**config.mk**
```make
export PLATFORM = sky130hd
export DESIGN_NAME = rv_core
export DESIGN_NICKNAME = d
export VERILOG_FILES = /design/src/common/rv_pkg.sv /design/src/hdl/rv_core.sv /design/src/hdl/writeback_stage.sv /design/src/execute/execute_stage.sv /design/src/execute/alu.sv /design/src/decode/decode_stage.sv /design/src/decode/reg_file.sv /design/src/hdl/fetch_stage.sv
export VERILOG_INCLUDE_DIRS = /design/src /design/src/common
export SDC_FILE = /design/constraint.sdc
export NUM_CORES = 2
export LEC_CHECK = 0
export BUFFER_PORTS_ARGS = -buffer_cell sky130_fd_sc_hd__buf_2
export CAP_MARGIN = 0
export CORE_ASPECT_RATIO = 1.5
export CORE_MARGIN = 2
export CORE_UTILIZATION = 60
export CTS_BUF_LIST = sky130_fd_sc_hd__clkbuf_2
export CTS_CLUSTER_SIZE = 12
export DETAILED_ROUTE_END_ITERATION = 7
export PLACE_DENSITY_LB_ADDON = 0.2
export SYNTH_ARGS = -nofsm -noshare
export SYNTH_HDL_FRONTEND = slang
export SYNTH_SLANG_ARGS = --single-unit
```
**constraint.sdc**
```tcl
create_clock -name clk -period 15.9 [get_ports clk]
set_input_delay 3.18 -clock clk [delete_from_list [all_inputs] [get_ports clk]]
set_output_delay 3.18 -clock clk [all_outputs]
set_load 0.02 [all_outputs]
```
**src/common/rv_defines.svh**
```systemverilog
`ifndef RV_DEFINES_SVH
`define RV_DEFINES_SVH

////////////////////////////////////////
// Core widths
////////////////////////////////////////

// Data and address word
`define RV_XLEN 32

// Register index and register count
`define RV_REG_AW 5
`define RV_REG_COUNT 32

////////////////////////////////////////
// Reset state
////////////////////////////////////////

// First fetch address after reset
`define RV_RESET_PC 32'h0000_0000

`endif
```
**src/common/rv_pkg.sv**
```systemverilog
`default_nettype none

`include "rv_defines.svh"

package rv_pkg;

    typedef logic [`RV_XLEN-1:0] word_t;
    typedef logic [`RV_REG_AW-1:0] reg_idx_t;

    // Major opcodes, instr[6:0]
    typedef enum logic [6:0] {
        OP     = 7'b0110011,
        OP_IMM = 7'b0010011,
        LUI    = 7'b0110111,
        LOAD   = 7'b0000011,
        STORE  = 7'b0100011,
        BRANCH = 7'b1100011,
        JAL    = 7'b1101111,
        JALR   = 7'b1100111
    } opcode_t;

    // Encoded as {funct7[5], funct3} where RV32I defines one
    typedef enum logic [3:0] {
        ADD    = 4'b0000,
        SUB    = 4'b1000,
        SLL    = 4'b0001,
        SLT    = 4'b0010,
        SLTU   = 4'b0011,
        XOR    = 4'b0100,
        SRL    = 4'b0101,
        SRA    = 4'b1101,
        OR     = 4'b0110,
        AND    = 4'b0111,
        PASS_B = 4'b1111
    } alu_op_t;

    // Branch funct3 codes
    typedef enum logic [2:0] {
        EQ  = 3'b000,
        NE  = 3'b001,
        LT  = 3'b100,
        GE  = 3'b101,
        LTU = 3'b110,
        GEU = 3'b111
    } br_cond_t;

    typedef enum logic [1:0] {
        ALU  = 2'b00,
        MEM  = 2'b01,
        LINK = 2'b10
    } wb_sel_t;

endpackage

`default_nettype wire

```
**src/hdl/rv_core.sv**
```systemverilog
`default_nettype none

`include "rv_defines.svh"

module rv_core (
    input  logic          clk,
    input  logic          rst_n,
    output rv_pkg::word_t imem_addr,
    input  rv_pkg::word_t imem_rdata,
    output rv_pkg::word_t dmem_addr,
    output rv_pkg::word_t dmem_wdata,
    output logic          dmem_we,
    input  rv_pkg::word_t dmem_rdata
);

    ////////////////////////////////////////
    // Stage to stage wires
    ////////////////////////////////////////

    rv_pkg::word_t    pc_id;
    logic             id_valid;
    logic             jal_taken;
    rv_pkg::word_t    jal_target;
    logic             br_taken;
    rv_pkg::word_t    br_target;

    logic             x_valid;
    rv_pkg::word_t    x_pc;
    rv_pkg::reg_idx_t x_rs1;
    rv_pkg::reg_idx_t x_rs2;
    rv_pkg::reg_idx_t x_rd;
    rv_pkg::word_t    x_rs1_data;
    rv_pkg::word_t    x_rs2_data;
    rv_pkg::word_t    x_imm;
    rv_pkg::alu_op_t  x_alu_op;
    logic             x_a_pc;
    logic             x_b_imm;
    rv_pkg::br_cond_t x_br_cond;
    logic             x_is_branch;
    logic             x_is_jalr;
    logic             x_is_load;
    logic             x_is_store;
    logic             x_reg_we;
    rv_pkg::wb_sel_t  x_wb_sel;

    logic             ex_valid_we;
    rv_pkg::reg_idx_t ex_rd;
    rv_pkg::word_t    ex_result;
    rv_pkg::word_t    ex_link;
    rv_pkg::wb_sel_t  ex_wb_sel;

    logic             wb_we;
    rv_pkg::reg_idx_t wb_rd;
    rv_pkg::word_t    wb_data;

    fetch_stage i_fetch_stage (.*);

    // Decode takes the ROM word directly, execute redirects flush it
    decode_stage i_decode_stage (
        .instr (imem_rdata),
        .flush (br_taken),
        .*
    );

    execute_stage i_execute_stage (.*);

    writeback_stage i_writeback_stage (.*);

endmodule

`default_nettype wire

```
**src/hdl/writeback_stage.sv**
```systemverilog
`default_nettype none

`include "rv_defines.svh"

module writeback_stage (
    input  logic             clk,
    input  logic             rst_n,
    input  logic             ex_valid_we,
    input  rv_pkg::reg_idx_t ex_rd,
    input  rv_pkg::word_t    ex_result,
    input  rv_pkg::word_t    ex_link,
    input  rv_pkg::wb_sel_t  ex_wb_sel,
    input  rv_pkg::word_t    dmem_rdata,
    output logic             wb_we,
    output rv_pkg::reg_idx_t wb_rd,
    output rv_pkg::word_t    wb_data
);

    rv_pkg::word_t   result_q;
    rv_pkg::word_t   link_q;
    rv_pkg::wb_sel_t sel_q;

    always_ff @(posedge clk or negedge rst_n) begin
        if (!rst_n) begin
            wb_we <= 1'b0;
        end else begin
            wb_we <= ex_valid_we;
        end
    end

    always_ff @(posedge clk) begin
        wb_rd    <= ex_rd;
        result_q <= ex_result;
        link_q   <= ex_link;
        sel_q    <= ex_wb_sel;
    end

    // Load data arrives this cycle from the synchronous RAM
    always_comb begin
        case (sel_q)
            rv_pkg::MEM:  wb_data = dmem_rdata;
            rv_pkg::LINK: wb_data = link_q;
            default:      wb_data = result_q;
        endcase
    end

endmodule

`default_nettype wire

```
**src/execute/execute_stage.sv**
```systemverilog
`default_nettype none

`include "rv_defines.svh"

module execute_stage (
    input  logic             x_valid,
    input  rv_pkg::word_t    x_pc,
    input  rv_pkg::reg_idx_t x_rs1,
    input  rv_pkg::reg_idx_t x_rs2,
    input  rv_pkg::reg_idx_t x_rd,
    input  rv_pkg::word_t    x_rs1_data,
    input  rv_pkg::word_t    x_rs2_data,
    input  rv_pkg::word_t    x_imm,
    input  rv_pkg::alu_op_t  x_alu_op,
    input  logic             x_a_pc,
    input  logic             x_b_imm,
    input  rv_pkg::br_cond_t x_br_cond,
    input  logic             x_is_branch,
    input  logic             x_is_jalr,
    input  logic             x_is_load,
    input  logic             x_is_store,
    input  logic             x_reg_we,
    input  rv_pkg::wb_sel_t  x_wb_sel,
    input  logic             wb_we,
    input  rv_pkg::reg_idx_t wb_rd,
    input  rv_pkg::word_t    wb_data,
    output logic             br_taken,
    output rv_pkg::word_t    br_target,
    output rv_pkg::word_t    dmem_addr,
    output rv_pkg::word_t    dmem_wdata,
    output logic             dmem_we,
    output logic             ex_valid_we,
    output rv_pkg::reg_idx_t ex_rd,
    output rv_pkg::word_t    ex_result,
    output rv_pkg::word_t    ex_link,
    output rv_pkg::wb_sel_t  ex_wb_sel
);

    rv_pkg::word_t rs1_val;
    rv_pkg::word_t rs2_val;
    rv_pkg::word_t alu_a;
    rv_pkg::word_t alu_b;
    rv_pkg::word_t alu_result;
    logic          cond_met;

    // Writeback forwarding, covers load-use as well
    assign rs1_val = (wb_we && (wb_rd == x_rs1)) ? wb_data : x_rs1_data;
    assign rs2_val = (wb_we && (wb_rd == x_rs2)) ? wb_data : x_rs2_data;

    assign alu_a = x_a_pc  ? x_pc  : rs1_val;
    assign alu_b = x_b_imm ? x_imm : rs2_val;

    alu i_alu (
        .a      (alu_a),
        .b      (alu_b),
        .op     (x_alu_op),
        .result (alu_result)
    );

    always_comb begin
        case (x_br_cond)
            rv_pkg::EQ:  cond_met = (rs1_val == rs2_val);
            rv_pkg::NE:  cond_met = (rs1_val != rs2_val);
            rv_pkg::LT:  cond_met = ($signed(rs1_val) < $signed(rs2_val));
            rv_pkg::GE:  cond_met = ($signed(rs1_val) >= $signed(rs2_val));
            rv_pkg::LTU: cond_met = (rs1_val < rs2_val);
            rv_pkg::GEU: cond_met = (rs1_val >= rs2_val);
            default:     cond_met = 1'b0;
        endcase
    end

    // Branch target is pc + imm from the ALU, JALR drops bit 0
    assign br_taken  = x_valid && ((x_is_branch && cond_met) || x_is_jalr);
    assign br_target = x_is_jalr ? {alu_result[`RV_XLEN-1:1], 1'b0} : alu_result;

    assign dmem_addr  = alu_result;
    assign dmem_wdata = rs2_val;
    assign dmem_we    = x_valid && x_is_store;

    assign ex_valid_we = x_valid && x_reg_we;
    assign ex_rd       = x_rd;
    assign ex_result   = alu_result;
    assign ex_link     = x_pc + rv_pkg::word_t'(4);
    // Loads take their result from the data port
    assign ex_wb_sel   = x_is_load ? rv_pkg::MEM : x_wb_sel;

endmodule

`default_nettype wire

```
**src/execute/alu.sv**
```systemverilog
`default_nettype none

`include "rv_defines.svh"

module alu (
    input  rv_pkg::word_t   a,
    input  rv_pkg::word_t   b,
    input  rv_pkg::alu_op_t op,
    output rv_pkg::word_t   result
);

    logic [4:0] shamt;
    logic       lt_s;
    logic       lt_u;

    assign shamt = b[4:0];
    assign lt_s  = $signed(a) < $signed(b);
    assign lt_u  = a < b;

    always_comb begin
        case (op)
            rv_pkg::ADD:    result = a + b;
            rv_pkg::SUB:    result = a - b;
            rv_pkg::SLL:    result = a << shamt;
            rv_pkg::SLT:    result = {{(`RV_XLEN-1){1'b0}}, lt_s};
            rv_pkg::SLTU:   result = {{(`RV_XLEN-1){1'b0}}, lt_u};
            rv_pkg::XOR:    result = a ^ b;
            rv_pkg::SRL:    result = a >> shamt;
            rv_pkg::SRA:    result = rv_pkg::word_t'($signed(a) >>> shamt);
            rv_pkg::OR:     result = a | b;
            rv_pkg::AND:    result = a & b;
            // LUI immediate goes straight through
            rv_pkg::PASS_B: result = b;
            default:        result = '0;
        endcase
    end

endmodule

`default_nettype wire

```
**src/decode/decode_stage.sv**
```systemverilog
`default_nettype none

`include "rv_defines.svh"

module decode_stage (
    input  logic               clk,
    input  logic               rst_n,
    input  rv_pkg::word_t      instr,
    input  rv_pkg::word_t      pc_id,
    input  logic               id_valid,
    input  logic               flush,
    input  logic               wb_we,
    input  rv_pkg::reg_idx_t   wb_rd,
    input  rv_pkg::word_t      wb_data,
    output logic               jal_taken,
    output rv_pkg::word_t      jal_target,
    output logic               x_valid,
    output rv_pkg::word_t      x_pc,
    output rv_pkg::reg_idx_t   x_rs1,
    output rv_pkg::reg_idx_t   x_rs2,
    output rv_pkg::reg_idx_t   x_rd,
    output rv_pkg::word_t      x_rs1_data,
    output rv_pkg::word_t      x_rs2_data,
    output rv_pkg::word_t      x_imm,
    output rv_pkg::alu_op_t    x_alu_op,
    output logic               x_a_pc,
    output logic               x_b_imm,
    output rv_pkg::br_cond_t   x_br_cond,
    output logic               x_is_branch,
    output logic               x_is_jalr,
    output logic               x_is_load,
    output logic               x_is_store,
    output logic               x_reg_we,
    output rv_pkg::wb_sel_t    x_wb_sel
);

    rv_pkg::reg_idx_t rs1;
    rv_pkg::reg_idx_t rs2;
    rv_pkg::reg_idx_t rd;
    logic [2:0]       funct3;
    rv_pkg::word_t    rs1_data;
    rv_pkg::word_t    rs2_data;
    rv_pkg::word_t    imm_i;
    rv_pkg::word_t    imm_s;
    rv_pkg::word_t    imm_b;
    rv_pkg::word_t    imm_u;
    rv_pkg::word_t    imm_j;
    rv_pkg::word_t    imm;
    rv_pkg::alu_op_t  alu_op;
    logic             a_pc;
    logic             b_imm;
    logic             is_branch;
    logic             is_jal;
    logic             is_jalr;
    logic             is_load;
    logic             is_store;
    logic             reg_we;
    rv_pkg::wb_sel_t  wb_sel;
    logic             live;

    assign rs1    = instr[19:15];
    assign rs2    = instr[24:20];
    assign rd     = instr[11:7];
    assign funct3 = instr[14:12];

    reg_file i_reg_file (
        .clk      (clk),
        .rs1      (rs1),
        .rs2      (rs2),
        .rd       (wb_rd),
        .we       (wb_we),
        .wdata    (wb_data),
        .rs1_data (rs1_data),
        .rs2_data (rs2_data)
    );

    ////////////////////////////////////////
    // Immediates
    ////////////////////////////////////////

    assign imm_i = {{(`RV_XLEN-12){instr[31]}}, instr[31:20]};
    assign imm_s = {{(`RV_XLEN-12){instr[31]}}, instr[31:25], instr[11:7]};
    assign imm_b = {{(`RV_XLEN-13){instr[31]}}, instr[31], instr[7], instr[30:25],
                    instr[11:8], 1'b0};
    assign imm_u = {instr[31:12], 12'b0};
    assign imm_j = {{(`RV_XLEN-21){instr[31]}}, instr[31], instr[19:12], instr[20],
                    instr[30:21], 1'b0};

    ////////////////////////////////////////
    // Control decode
    ////////////////////////////////////////

    always_comb begin
        imm       = imm_i;
        alu_op    = rv_pkg::ADD;
        a_pc      = 1'b0;
        b_imm     = 1'b0;
        is_branch = 1'b0;
        is_jal    = 1'b0;
        is_jalr   = 1'b0;
        is_load   = 1'b0;
        is_store  = 1'b0;
        reg_we    = 1'b0;
        wb_sel    = rv_pkg::ALU;

        // Shared funct3 map for OP and OP_IMM, SUB only exists in OP
        case (funct3)
            3'b000:  alu_op = (instr[6:0] == rv_pkg::OP && instr[30]) ? rv_pkg::SUB
                                                                        : rv_pkg::ADD;
            3'b001:  alu_op = rv_pkg::SLL;
            3'b010:  alu_op = rv_pkg::SLT;
            3'b011:  alu_op = rv_pkg::SLTU;
            3'b100:  alu_op = rv_pkg::XOR;
            3'b101:  alu_op = instr[30] ? rv_pkg::SRA : rv_pkg::SRL;
            3'b110:  alu_op = rv_pkg::OR;
            default: alu_op = rv_pkg::AND;
        endcase

        case (instr[6:0])
            rv_pkg::OP: begin
                reg_we = 1'b1;
            end
            rv_pkg::OP_IMM: begin
                b_imm  = 1'b1;
                reg_we = 1'b1;
            end
            rv_pkg::LUI: begin
                imm    = imm_u;
                alu_op = rv_pkg::PASS_B;
                b_imm  = 1'b1;
                reg_we = 1'b1;
            end
            rv_pkg::LOAD: begin
                alu_op  = rv_pkg::ADD;
                b_imm   = 1'b1;
                is_load = 1'b1;
                reg_we  = 1'b1;
            end
            rv_pkg::STORE: begin
                imm      = imm_s;
                alu_op   = rv_pkg::ADD;
                b_imm    = 1'b1;
                is_store = 1'b1;
            end
            rv_pkg::BRANCH: begin
                // ALU forms the target, the comparator decides
                imm       = imm_b;
                alu_op    = rv_pkg::ADD;
                a_pc      = 1'b1;
                b_imm     = 1'b1;
                is_branch = 1'b1;
            end
            rv_pkg::JAL: begin
                imm    = imm_j;
                is_jal = 1'b1;
                reg_we = 1'b1;
                wb_sel = rv_pkg::LINK;
            end
            rv_pkg::JALR: begin
                alu_op  = rv_pkg::ADD;
                b_imm   = 1'b1;
                is_jalr = 1'b1;
                reg_we  = 1'b1;
                wb_sel  = rv_pkg::LINK;
            end
            default: begin
                // Unsupported opcodes retire as bubbles
                reg_we = 1'b0;
            end
        endcase
    end

    assign live       = id_valid && !flush;
    assign jal_taken  = live && is_jal;
    assign jal_target = pc_id + imm_j;

    ////////////////////////////////////////
    // Decode to execute register
    ////////////////////////////////////////

    always_ff @(posedge clk or negedge rst_n) begin
        if (!rst_n) begin
            x_valid <= 1'b0;
        end else begin
            x_valid <= live;
        end
    end

    always_ff @(posedge clk) begin
        x_pc        <= pc_id;
        x_rs1       <= rs1;
        x_rs2       <= rs2;
        x_rd        <= rd;
        x_rs1_data  <= rs1_data;
        x_rs2_data  <= rs2_data;
        x_imm       <= imm;
        x_alu_op    <= alu_op;
        x_a_pc      <= a_pc;
        x_b_imm     <= b_imm;
        x_br_cond   <= rv_pkg::br_cond_t'(funct3);
        x_is_branch <= is_branch;
        x_is_jalr   <= is_jalr;
        x_is_load   <= is_load;
        x_is_store  <= is_store;
        // Writes to x0 are dropped here
        x_reg_we    <= reg_we && (rd != '0);
        x_wb_sel    <= wb_sel;
    end

endmodule

`default_nettype wire

```
**src/decode/reg_file.sv**
```systemverilog
`default_nettype none

`include "rv_defines.svh"

module reg_file (
    input  logic             clk,
    input  rv_pkg::reg_idx_t rs1,
    input  rv_pkg::reg_idx_t rs2,
    input  rv_pkg::reg_idx_t rd,
    input  logic             we,
    input  rv_pkg::word_t    wdata,
    output rv_pkg::word_t    rs1_data,
    output rv_pkg::word_t    rs2_data
);

    // x0 has no storage
    rv_pkg::word_t regs [1:`RV_REG_COUNT-1];

    always_ff @(posedge clk) begin
        if (we && (rd != '0)) begin
            regs[rd] <= wdata;
        end
    end

    // Same-cycle write is passed straight through to the readers
    assign rs1_data = (rs1 == '0)             ? '0 :
                      (we && (rd == rs1))     ? wdata :
                                                regs[rs1];
    assign rs2_data = (rs2 == '0)             ? '0 :
                      (we && (rd == rs2))     ? wdata :
                                                regs[rs2];

endmodule

`default_nettype wire

```
**src/hdl/fetch_stage.sv**
```systemverilog
`default_nettype none

`include "rv_defines.svh"

module fetch_stage (
    input  logic          clk,
    input  logic          rst_n,
    input  logic          jal_taken,
    input  rv_pkg::word_t jal_target,
    input  logic          br_taken,
    input  rv_pkg::word_t br_target,
    output rv_pkg::word_t imem_addr,
    output rv_pkg::word_t pc_id,
    output logic          id_valid
);

    rv_pkg::word_t pc;
    rv_pkg::word_t next_pc;

    // Execute redirect wins, it holds the older instruction
    always_comb begin
        if (br_taken) begin
            next_pc = br_target;
        end else if (jal_taken) begin
            next_pc = jal_target;
        end else begin
            next_pc = pc + rv_pkg::word_t'(4);
        end
    end

    // Word returning next cycle is dead after reset or any redirect
    always_ff @(posedge clk or negedge rst_n) begin
        if (!rst_n) begin
            pc       <= `RV_RESET_PC;
            id_valid <= 1'b0;
        end else begin
            pc       <= next_pc;
            id_valid <= !(br_taken || jal_taken);
        end
    end

    // PC of the word now in flight from the ROM
    always_ff @(posedge clk) begin
        pc_id <= pc;
    end

    assign imem_addr = pc;

endmodule

`default_nettype wire

```
# ---- After elaboration in Yosys (flattened, before gate mapping)
# Memories as Yosys holds them, arrays and structs flattened. A register that Yosys moved wholly into a read port is not among the register bits.
# Index checks and enable logic that the tools add are counted.
dict set report classes {
  n_eq_ne 35
  n_mux 25
  order_cmp 6
  n_addsub 5
  n_reduce_logical 26
  shift 3
  bitwise 3
}
# operator count
set ops {}
lappend ops {{32-bit case mux with 11 select lines} 1}
lappend ops {{32-bit 2-to-1 mux} 6}
lappend ops {{32-bit < comparator} 4}
lappend ops {{31-bit case mux with 4 select lines} 1}
lappend ops {{32-bit by 3-bit adder with 32-bit output (second input constant)} 2}
lappend ops {{32-bit adder} 2}
lappend ops {{32-bit greater-or-equal comparator} 2}
lappend ops {{32-bit case mux with 2 select lines} 1}
lappend ops {{32-bit bitwise AND} 1}
lappend ops {{32-bit == test} 1}
lappend ops {{32-bit inequality test} 1}
lappend ops {{32-bit OR} 1}
lappend ops {{32-bit by 5-bit << shifter with 32-bit output} 1}
lappend ops {{32-bit by 5-bit right shift with 32-bit output} 1}
lappend ops {{32-bit by 5-bit >>> shifter with 32-bit output} 1}
lappend ops {{32-bit subtractor} 1}
lappend ops {{32-bit XOR} 1}
lappend ops {{4-bit case mux with 7 select lines} 1}
lappend ops {{3-bit == test (second input constant)} 7}
lappend ops {{7-bit by 6-bit == test with 1-bit output (second input constant)} 3}
lappend ops {{7-bit == test (second input constant)} 3}
lappend ops {{4-bit by 3-bit == test with 1-bit output (second input constant)} 4}
lappend ops {{4-bit == test (second input constant)} 3}
lappend ops {{6-bit OR reduction} 2}
lappend ops {{other kinds (23)} 52}
dict set report word_totals {
  regBits 232
  mem_count 1
  mem_bits_rw 992
  word_cells 127
  in_bits 66
}
# name depth width read_ports rd_ports_with_merged_regs wr line_no
set memory_table {}
lappend memory_table {i_decode_stage.i_reg_file.regs 31 32 2 2 1 reg_file.sv:17} ;# rv_pkg::word_t regs [1:`RV_REG_COUNT-1];

# ---- Longest topological paths before layout
dict set report logic_depth {
  word_depth 13
  mapped_depth 23
  mapped_depth_nobuf 20
}

# ---- Cells and area by module
# Synthesis repeated with hierarchy kept, for this count alone.
dict set report unflattened {
  cells_unflattened 5608
  area_unflattened_um2 70386.3
}
# module cells_each n_inst area_per_inst_um2
set modules_own_cells {}
lappend modules_own_cells {reg_file 2858 1 47311.6}
lappend modules_own_cells {alu 1329 1 9110.0}
lappend modules_own_cells {decode_stage 524 1 5571.6}
lappend modules_own_cells {execute_stage 446 1 3614.7}
lappend modules_own_cells {fetch_stage 266 1 2687.6}
lappend modules_own_cells {writeback_stage 185 1 2090.8}

# ---- Worst setup path before layout
# OpenSTA, ideal clock, no wires.
dict set report synth_timing {
  kind {input to output}
  from {input port dmem_rdata[17]}
  to {output port dmem_addr[0]}
  arrival_ps 7910
  required_time_ps 12720
  stages 16
  path_slack_ps 4810
  cell_sequence {a22oi_1 o21ai_0 mux2_2 mux2i_1 inv_1 ha_1 clkbuf_1 nor2_1 nand2_1 or3_1 or3_1 a21o_1 a211oi_1 o21a_1 nor2_1 or3_1}
}
dict set report synth_via {
  elab_chain_len 5
  elab_cells_between_ends 11
}
# element line_no
set synth_lines {}
lappend synth_lines {{start: declaration} rv_core.sv:13} ;# input rv_pkg::word_t dmem_rdata
lappend synth_lines {{32-bit case mux with 2 select lines (*)} writeback_stage.sv:40} ;# case (sel_q)
lappend synth_lines {{named net i_decode_stage.i_reg_file.wdata[17]} reg_file.sv:11} ;# input rv_pkg::word_t wdata,
lappend synth_lines {{32-bit 2-to-1 mux (*)} execute_stage.sv:48} ;# assign rs2_val = (wb_we && (wb_rd == x_rs2)) ? wb_data : x_rs2_data;
lappend synth_lines {{named net dmem_wdata[17]} rv_core.sv:11} ;# output rv_pkg::word_t dmem_wdata,
lappend synth_lines {{32-bit 2-to-1 mux (*)} execute_stage.sv:51} ;# assign alu_b = x_b_imm ? x_imm : rs2_val;
lappend synth_lines {{32-bit < comparator (on tied branches)} {alu.sv:18, alu.sv:17}}
lappend synth_lines {{32-bit case mux with 11 select lines (*)} alu.sv:21} ;# case (op)
lappend synth_lines {{end: declaration} rv_core.sv:10} ;# output rv_pkg::word_t dmem_addr,
# Mark *: on every way through the listed nets, which the timed path passes. The rest lies on a longest branch.

# ---- Worst setup path after layout
dict set report layout_timing {
  from {register i_writeback_stage.sel_q[0]}
  to {output port dmem_addr[22]}
}
dict set report layout_via {
  elab_chain_len 6
  elab_cells_between_ends 16
}
# element line_no
set layout_lines {}
lappend layout_lines {{start: declaration} writeback_stage.sv:21} ;# rv_pkg::wb_sel_t sel_q;
lappend layout_lines {{start signal: assignment} writeback_stage.sv:35} ;# sel_q <= ex_wb_sel;
lappend layout_lines {{2-bit == test / 2-bit by 1-bit == test with 1-bit output (equally long branches)} writeback_stage.sv:40}
lappend layout_lines {{32-bit case mux with 2 select lines (*)} writeback_stage.sv:40}
lappend layout_lines {{named net i_decode_stage.i_reg_file.wdata[0]} reg_file.sv:11}
lappend layout_lines {{32-bit 2-to-1 mux (on tied branches)} {execute_stage.sv:47, execute_stage.sv:48}}
lappend layout_lines {{32-bit 2-to-1 mux (on tied branches)} {execute_stage.sv:50, execute_stage.sv:51}}
lappend layout_lines {{32-bit subtractor, or another cell as far along} alu.sv:23} ;# rv_pkg::SUB: result = a - b;
lappend layout_lines {{32-bit case mux with 11 select lines (*)} alu.sv:21}
# Marks and branches as above.

==> flow_metrics.py <==
metrics = {
    "power_and_ir_drop": {
        "p_leak_nw": 28.13,
        "power_density_nw_per_um2": 123.2,
        "peakVddDrop_v": 0.00009078,
        "power_mw": 9.325,
    },
    "synth": {
        "syn-cell-area_sq_um": 70020,
        "ys.warnings.count": 0,
        "ys_ff_latch": 1287,
        "synth_edf_count": 992,
        "synthCells": 5560,
        "syn_avg_cell_area_sq_um": 12.59,
        "ys_seq_area_share_pct": 51.22,
        "syn_nets": 5792,
        "async_flop_share_pct": 2.720,
        "synth_ff_type": "edfxtp_1",
        "synth_cell_types": 98,
    },
    "status": {
        "violations": "capacitance limit",
        "status": "complete, but fails checks",
    },
    "drt": {
        "post_drt_wl_per_cell_um": 38.93,
        "first_pass_iters": 6,
        "viasPerCell": 7.470,
        "dr.first_iter.drc_count": 7891,
        "drc_errors": 0,
        "vias": 56690,
        "routed_wl_um": 295400,
        "ant_nets": 0,
    },
    "global_route": {
        "grt_pass1_vias": 55420,
        "grt_max_degree": 116,
        "grt-ovfl-total": 0,
        "grt_pass1_wl_um": 413800,
        "grt_antenna_before_repair": 41,
        "grt_usage_pct": 49.71,
    },
    "cts": {
        "clkSinkCount": 1287,
        "post-cts-setup-buffer-count": 0,
        "cts_root_buffer": "clkbuf_2",
        "numCtsBuffers": 307,
        "hold_buffers": 0,
        "clock_path_buffers": 4,
        "h-tree-depth": 5,
        "insertion_delay_ns": 1.75,
        "clkTransAtPathRegs_ns": 0.11,
        "cts_tree": "done",
        "post_cts_resized": 0,
    },
    "layout": {
        "final_net_count": 6033,
        "final_cells": 7589,
        "area_growth_pct": 8.057,
        "design_area_sq_um": 75670,
        "fillers": 8606,
        "drive_gt1_share_pct": 22.77,
    },
    "setup_path": {
        "worstPathRequired_ns": 12.72,
        "crit_type": "register to output port",
        "max_stage_delay_ns": 0.97,
        "cp-end-kind": "output port",
        "path_delay_family": "compound AO/OA/AOI/OAI gates",
        "critical_path_arrival_ns": 9.79,
        "cp_common_cell": "nand2_1",
        "r2r_end": "i_fetch_stage.imem_addr[26]",
        "crit_buf_inv": 4,
        "path_max_fanout": 36,
        "reg2reg_slack_ns": 7.66,
        "r2r_start": "i_writeback_stage.sel_q[0]",
        "reg2regPathDepth": 19,
        "critPathLaunchType": "register",
        "slowest_stage": "ha_2",
        "crit_chain": "inv_1 > ha_2 > buf_4 > nand2_1 > o21a_1 > inv_1 > nand4_4 > nand2_4 > ha_1 > fa_1 > o21bai_1 > a211oi_1 > o21ai_0 > a211oi_1 > or3_1 > a211o_1 > nand2_1 > a211o_1 > a21oi_1 > nand2_1 > buf_2",
    },
    "sta": {
        "slew_headroom_pct": 0.5741,
        "final.setup_skew_ns": 0.2005,
        "finalMaxSlewViolations": 0,
        "fin_crit_sh_pct": 81.56,
        "tightest_slew_ns": 1.486,
        "setup_viol": 0,
        "fmax_mhz": 77.12,
        "rsz0062_at_grt": "false",
        "setup_tns_ns": 0,
        "hold_viol_final": 0,
        "layout_min_cycle_time_ns": 12.97,
    },
    "min_path": {
        "hold_path.class": "register to register",
        "worstHoldPathCells": 0,
        "holdPathEnd": "i_decode_stage.x_pc[9]",
        "min-delay-start": "i_fetch_stage.pc_id[9]",
    },
    "place": {
        "gp_congestion": 1.122,
        "dpl.cell_count": 7034,
        "place_area_sq_um": 72900,
        "dpl.hpwl_um": 196200,
        "portBuffers": 162,
    },
    "floorplan": {
        "rows": 153,
        "coreArea_sq_um": 115800,
        "dieArea_sq_um": 119500,
        "pin_count": 163,
        "initial_core_util_pct": 60.46,
        "dieWidth_um": 282.9,
        "die_h_um": 422.4,
    },
    "flow_run": {
        "max-cap-violations": 1,
    },
}
## worst register-to-register path: stages, from the launching register on
cell,delay (ns)
dfxtp_1,0.35
inv_1,0.05
ha_2,0.97
buf_4,0.53
nand2_1,0.13
o21ai_2,0.09
buf_4,0.44
mux2_2,0.45
inv_1,0.08
ha_1,0.88
nand4_1,0.26
nor2_1,0.16
o21ai_0,0.09
o211ai_1,0.67
buf_4,0.35
mux2i_1,0.21
o2111a_1,0.29
a2bb2oi_4,0.70
nor2_1,0.50
a41oi_1,0.99
## metal layers
| metal | part of all wire, % | routed length [um] | track usage (%) | vias to the layer above |
|---|---|---|---|---|
| met4 | 12 | 35950 | 49.01 | 18 |
| met5 | 0.055 | 163 | 0 | - |
| met2 | 46 | 134900 | 75.69 | 4871 |
| met3 | 13 | 37090 | 18.90 | 1606 |
| li1 | - | - | - | 22660 |
| met1 | 30 | 87300 | 52.16 | 27540 |
## logic make-up (layout without fill, tap and decap cells)
family / after synthesis / count (layout) / share of synthesized area [%]
AO/OA/AOI/OAI: 1357 / 1357 / 13.55
flip-flops: 1287 / 1287 / 51.22
AND/OR/NAND/NOR: 1148 / 1148 / 7.537
multiplexers: 913 / 913 / 19.92
buffers and inverters: 574 / 1018 / 3.307
adder cells (fa/ha/maj): 166 / 166 / 2.998
XOR/XNOR: 115 / 115 / 1.460
other: 0 / 35 / 0
## layout by cell type (no fill, tap or decap), types with 46 or more instances in the layout
master / netlist / final
clkbuf_2: 2 / 409
a21oi_1: 258 / 255
inv_1: 159 / 158
ha_1: 163 / 162
dfxtp_1: 260 / 259
mux2i_1: 469 / 468
o211ai_1: 46 / 46
a221oi_1: 64 / 64
mux4_2: 378 / 378
a211oi_1: 271 / 271
a22oi_1: 71 / 71
nor2_1: 355 / 319
nand3_1: 64 / 64
mux2_2: 66 / 66
o22ai_1: 59 / 59
nand2_1: 377 / 377
xnor2_1: 77 / 77
buf_2: 61 / 154
clkinv_1: 0 / 71
edfxtp_1: 992 / 992
o21ai_0: 175 / 168
nor3_1: 95 / 92
a21o_1: 58 / 58
buf_4: 12 / 174
## metrics by stage
stage | utilization (%) | setup WS, ns | hold slack (ns)
after floorplan | - | 4.810 | 0.3096
after global placement | 62.94 | 3.531 | 0.3121
after detailed placement | 62.94 | 3.511 | 0.3164
after CTS | 65.14 | 3.165 | 0.2761
after global routing | 65.27 | 2.658 | 0.3315
final | 65.33 | 2.933 | 0.2800
## sequential cells by signal (all words and copies together) (netlist names), 32 cells and up
signal                          flops
i_fetch_stage.imem_addr            32
i_writeback_stage.link_q           32
i_decode_stage.i_reg_file.regs    992
i_fetch_stage.pc_id                32
i_decode_stage.x_imm               32
i_decode_stage.x_pc                32
i_decode_stage.x_rs2_data          32
i_decode_stage.x_rs1_data          32
i_writeback_stage.result_q         32
## synth_stat cells, types with 71 or more instances
master / instances / area [sq um]
a211oi_1: 271 / 2034
a21oi_1: 258 / 1291
a22oi_1: 71 / 533.0
clkbuf_1: 268 / 1006
dfxtp_1: 260 / 5205
edfxtp_1: 992 / 29790
ha_1: 163 / 2039
inv_1: 159 / 596.8
mux2i_1: 469 / 4695
mux4_2: 378 / 8513
nand2_1: 377 / 1415
nor2_1: 355 / 1333
nor3_1: 95 / 475.5
o21ai_0: 175 / 875.8
xnor2_1: 77 / 674.4
## where the power goes
part           internal, mW  switching, mW
clock                 0.748           1.33
sequential             4.05          0.259
combinational         0.879           2.06
## final cells by class
class                           count  area (sq um)  area share, %
Sequential cell                  1287         35870          47.41
Multi-Input combinational cell   3699         32310          42.70
Timing Repair Buffer              342          2300          3.039
Clock buffer                      409          2047          2.705
Tap cell                         1550          1939          2.563
Inverter                          164         616.8         0.8152
Clock inverter                    103         498.0         0.6581
Antenna cell                       35         87.58         0.1158
## how the worst max path moves through the flow
stage | endpoint | start | cells after the start
2_1_floorplan | dmem_addr[0] | dmem_rdata[17] | 16
3_3_place_gp | dmem_addr[22] | dmem_rdata[0] | 18
3_5_place_dp | dmem_addr[22] | dmem_rdata[0] | 18
4_1_cts | dmem_addr[22] | i_writeback_stage.sel_q[0] | 21
5_1_grt | dmem_addr[22] | i_writeback_stage.sel_q[0] | 21
6_report | dmem_addr[22] | i_writeback_stage.sel_q[0] | 21
Note: power is estimated with default switching activity, not from simulation.
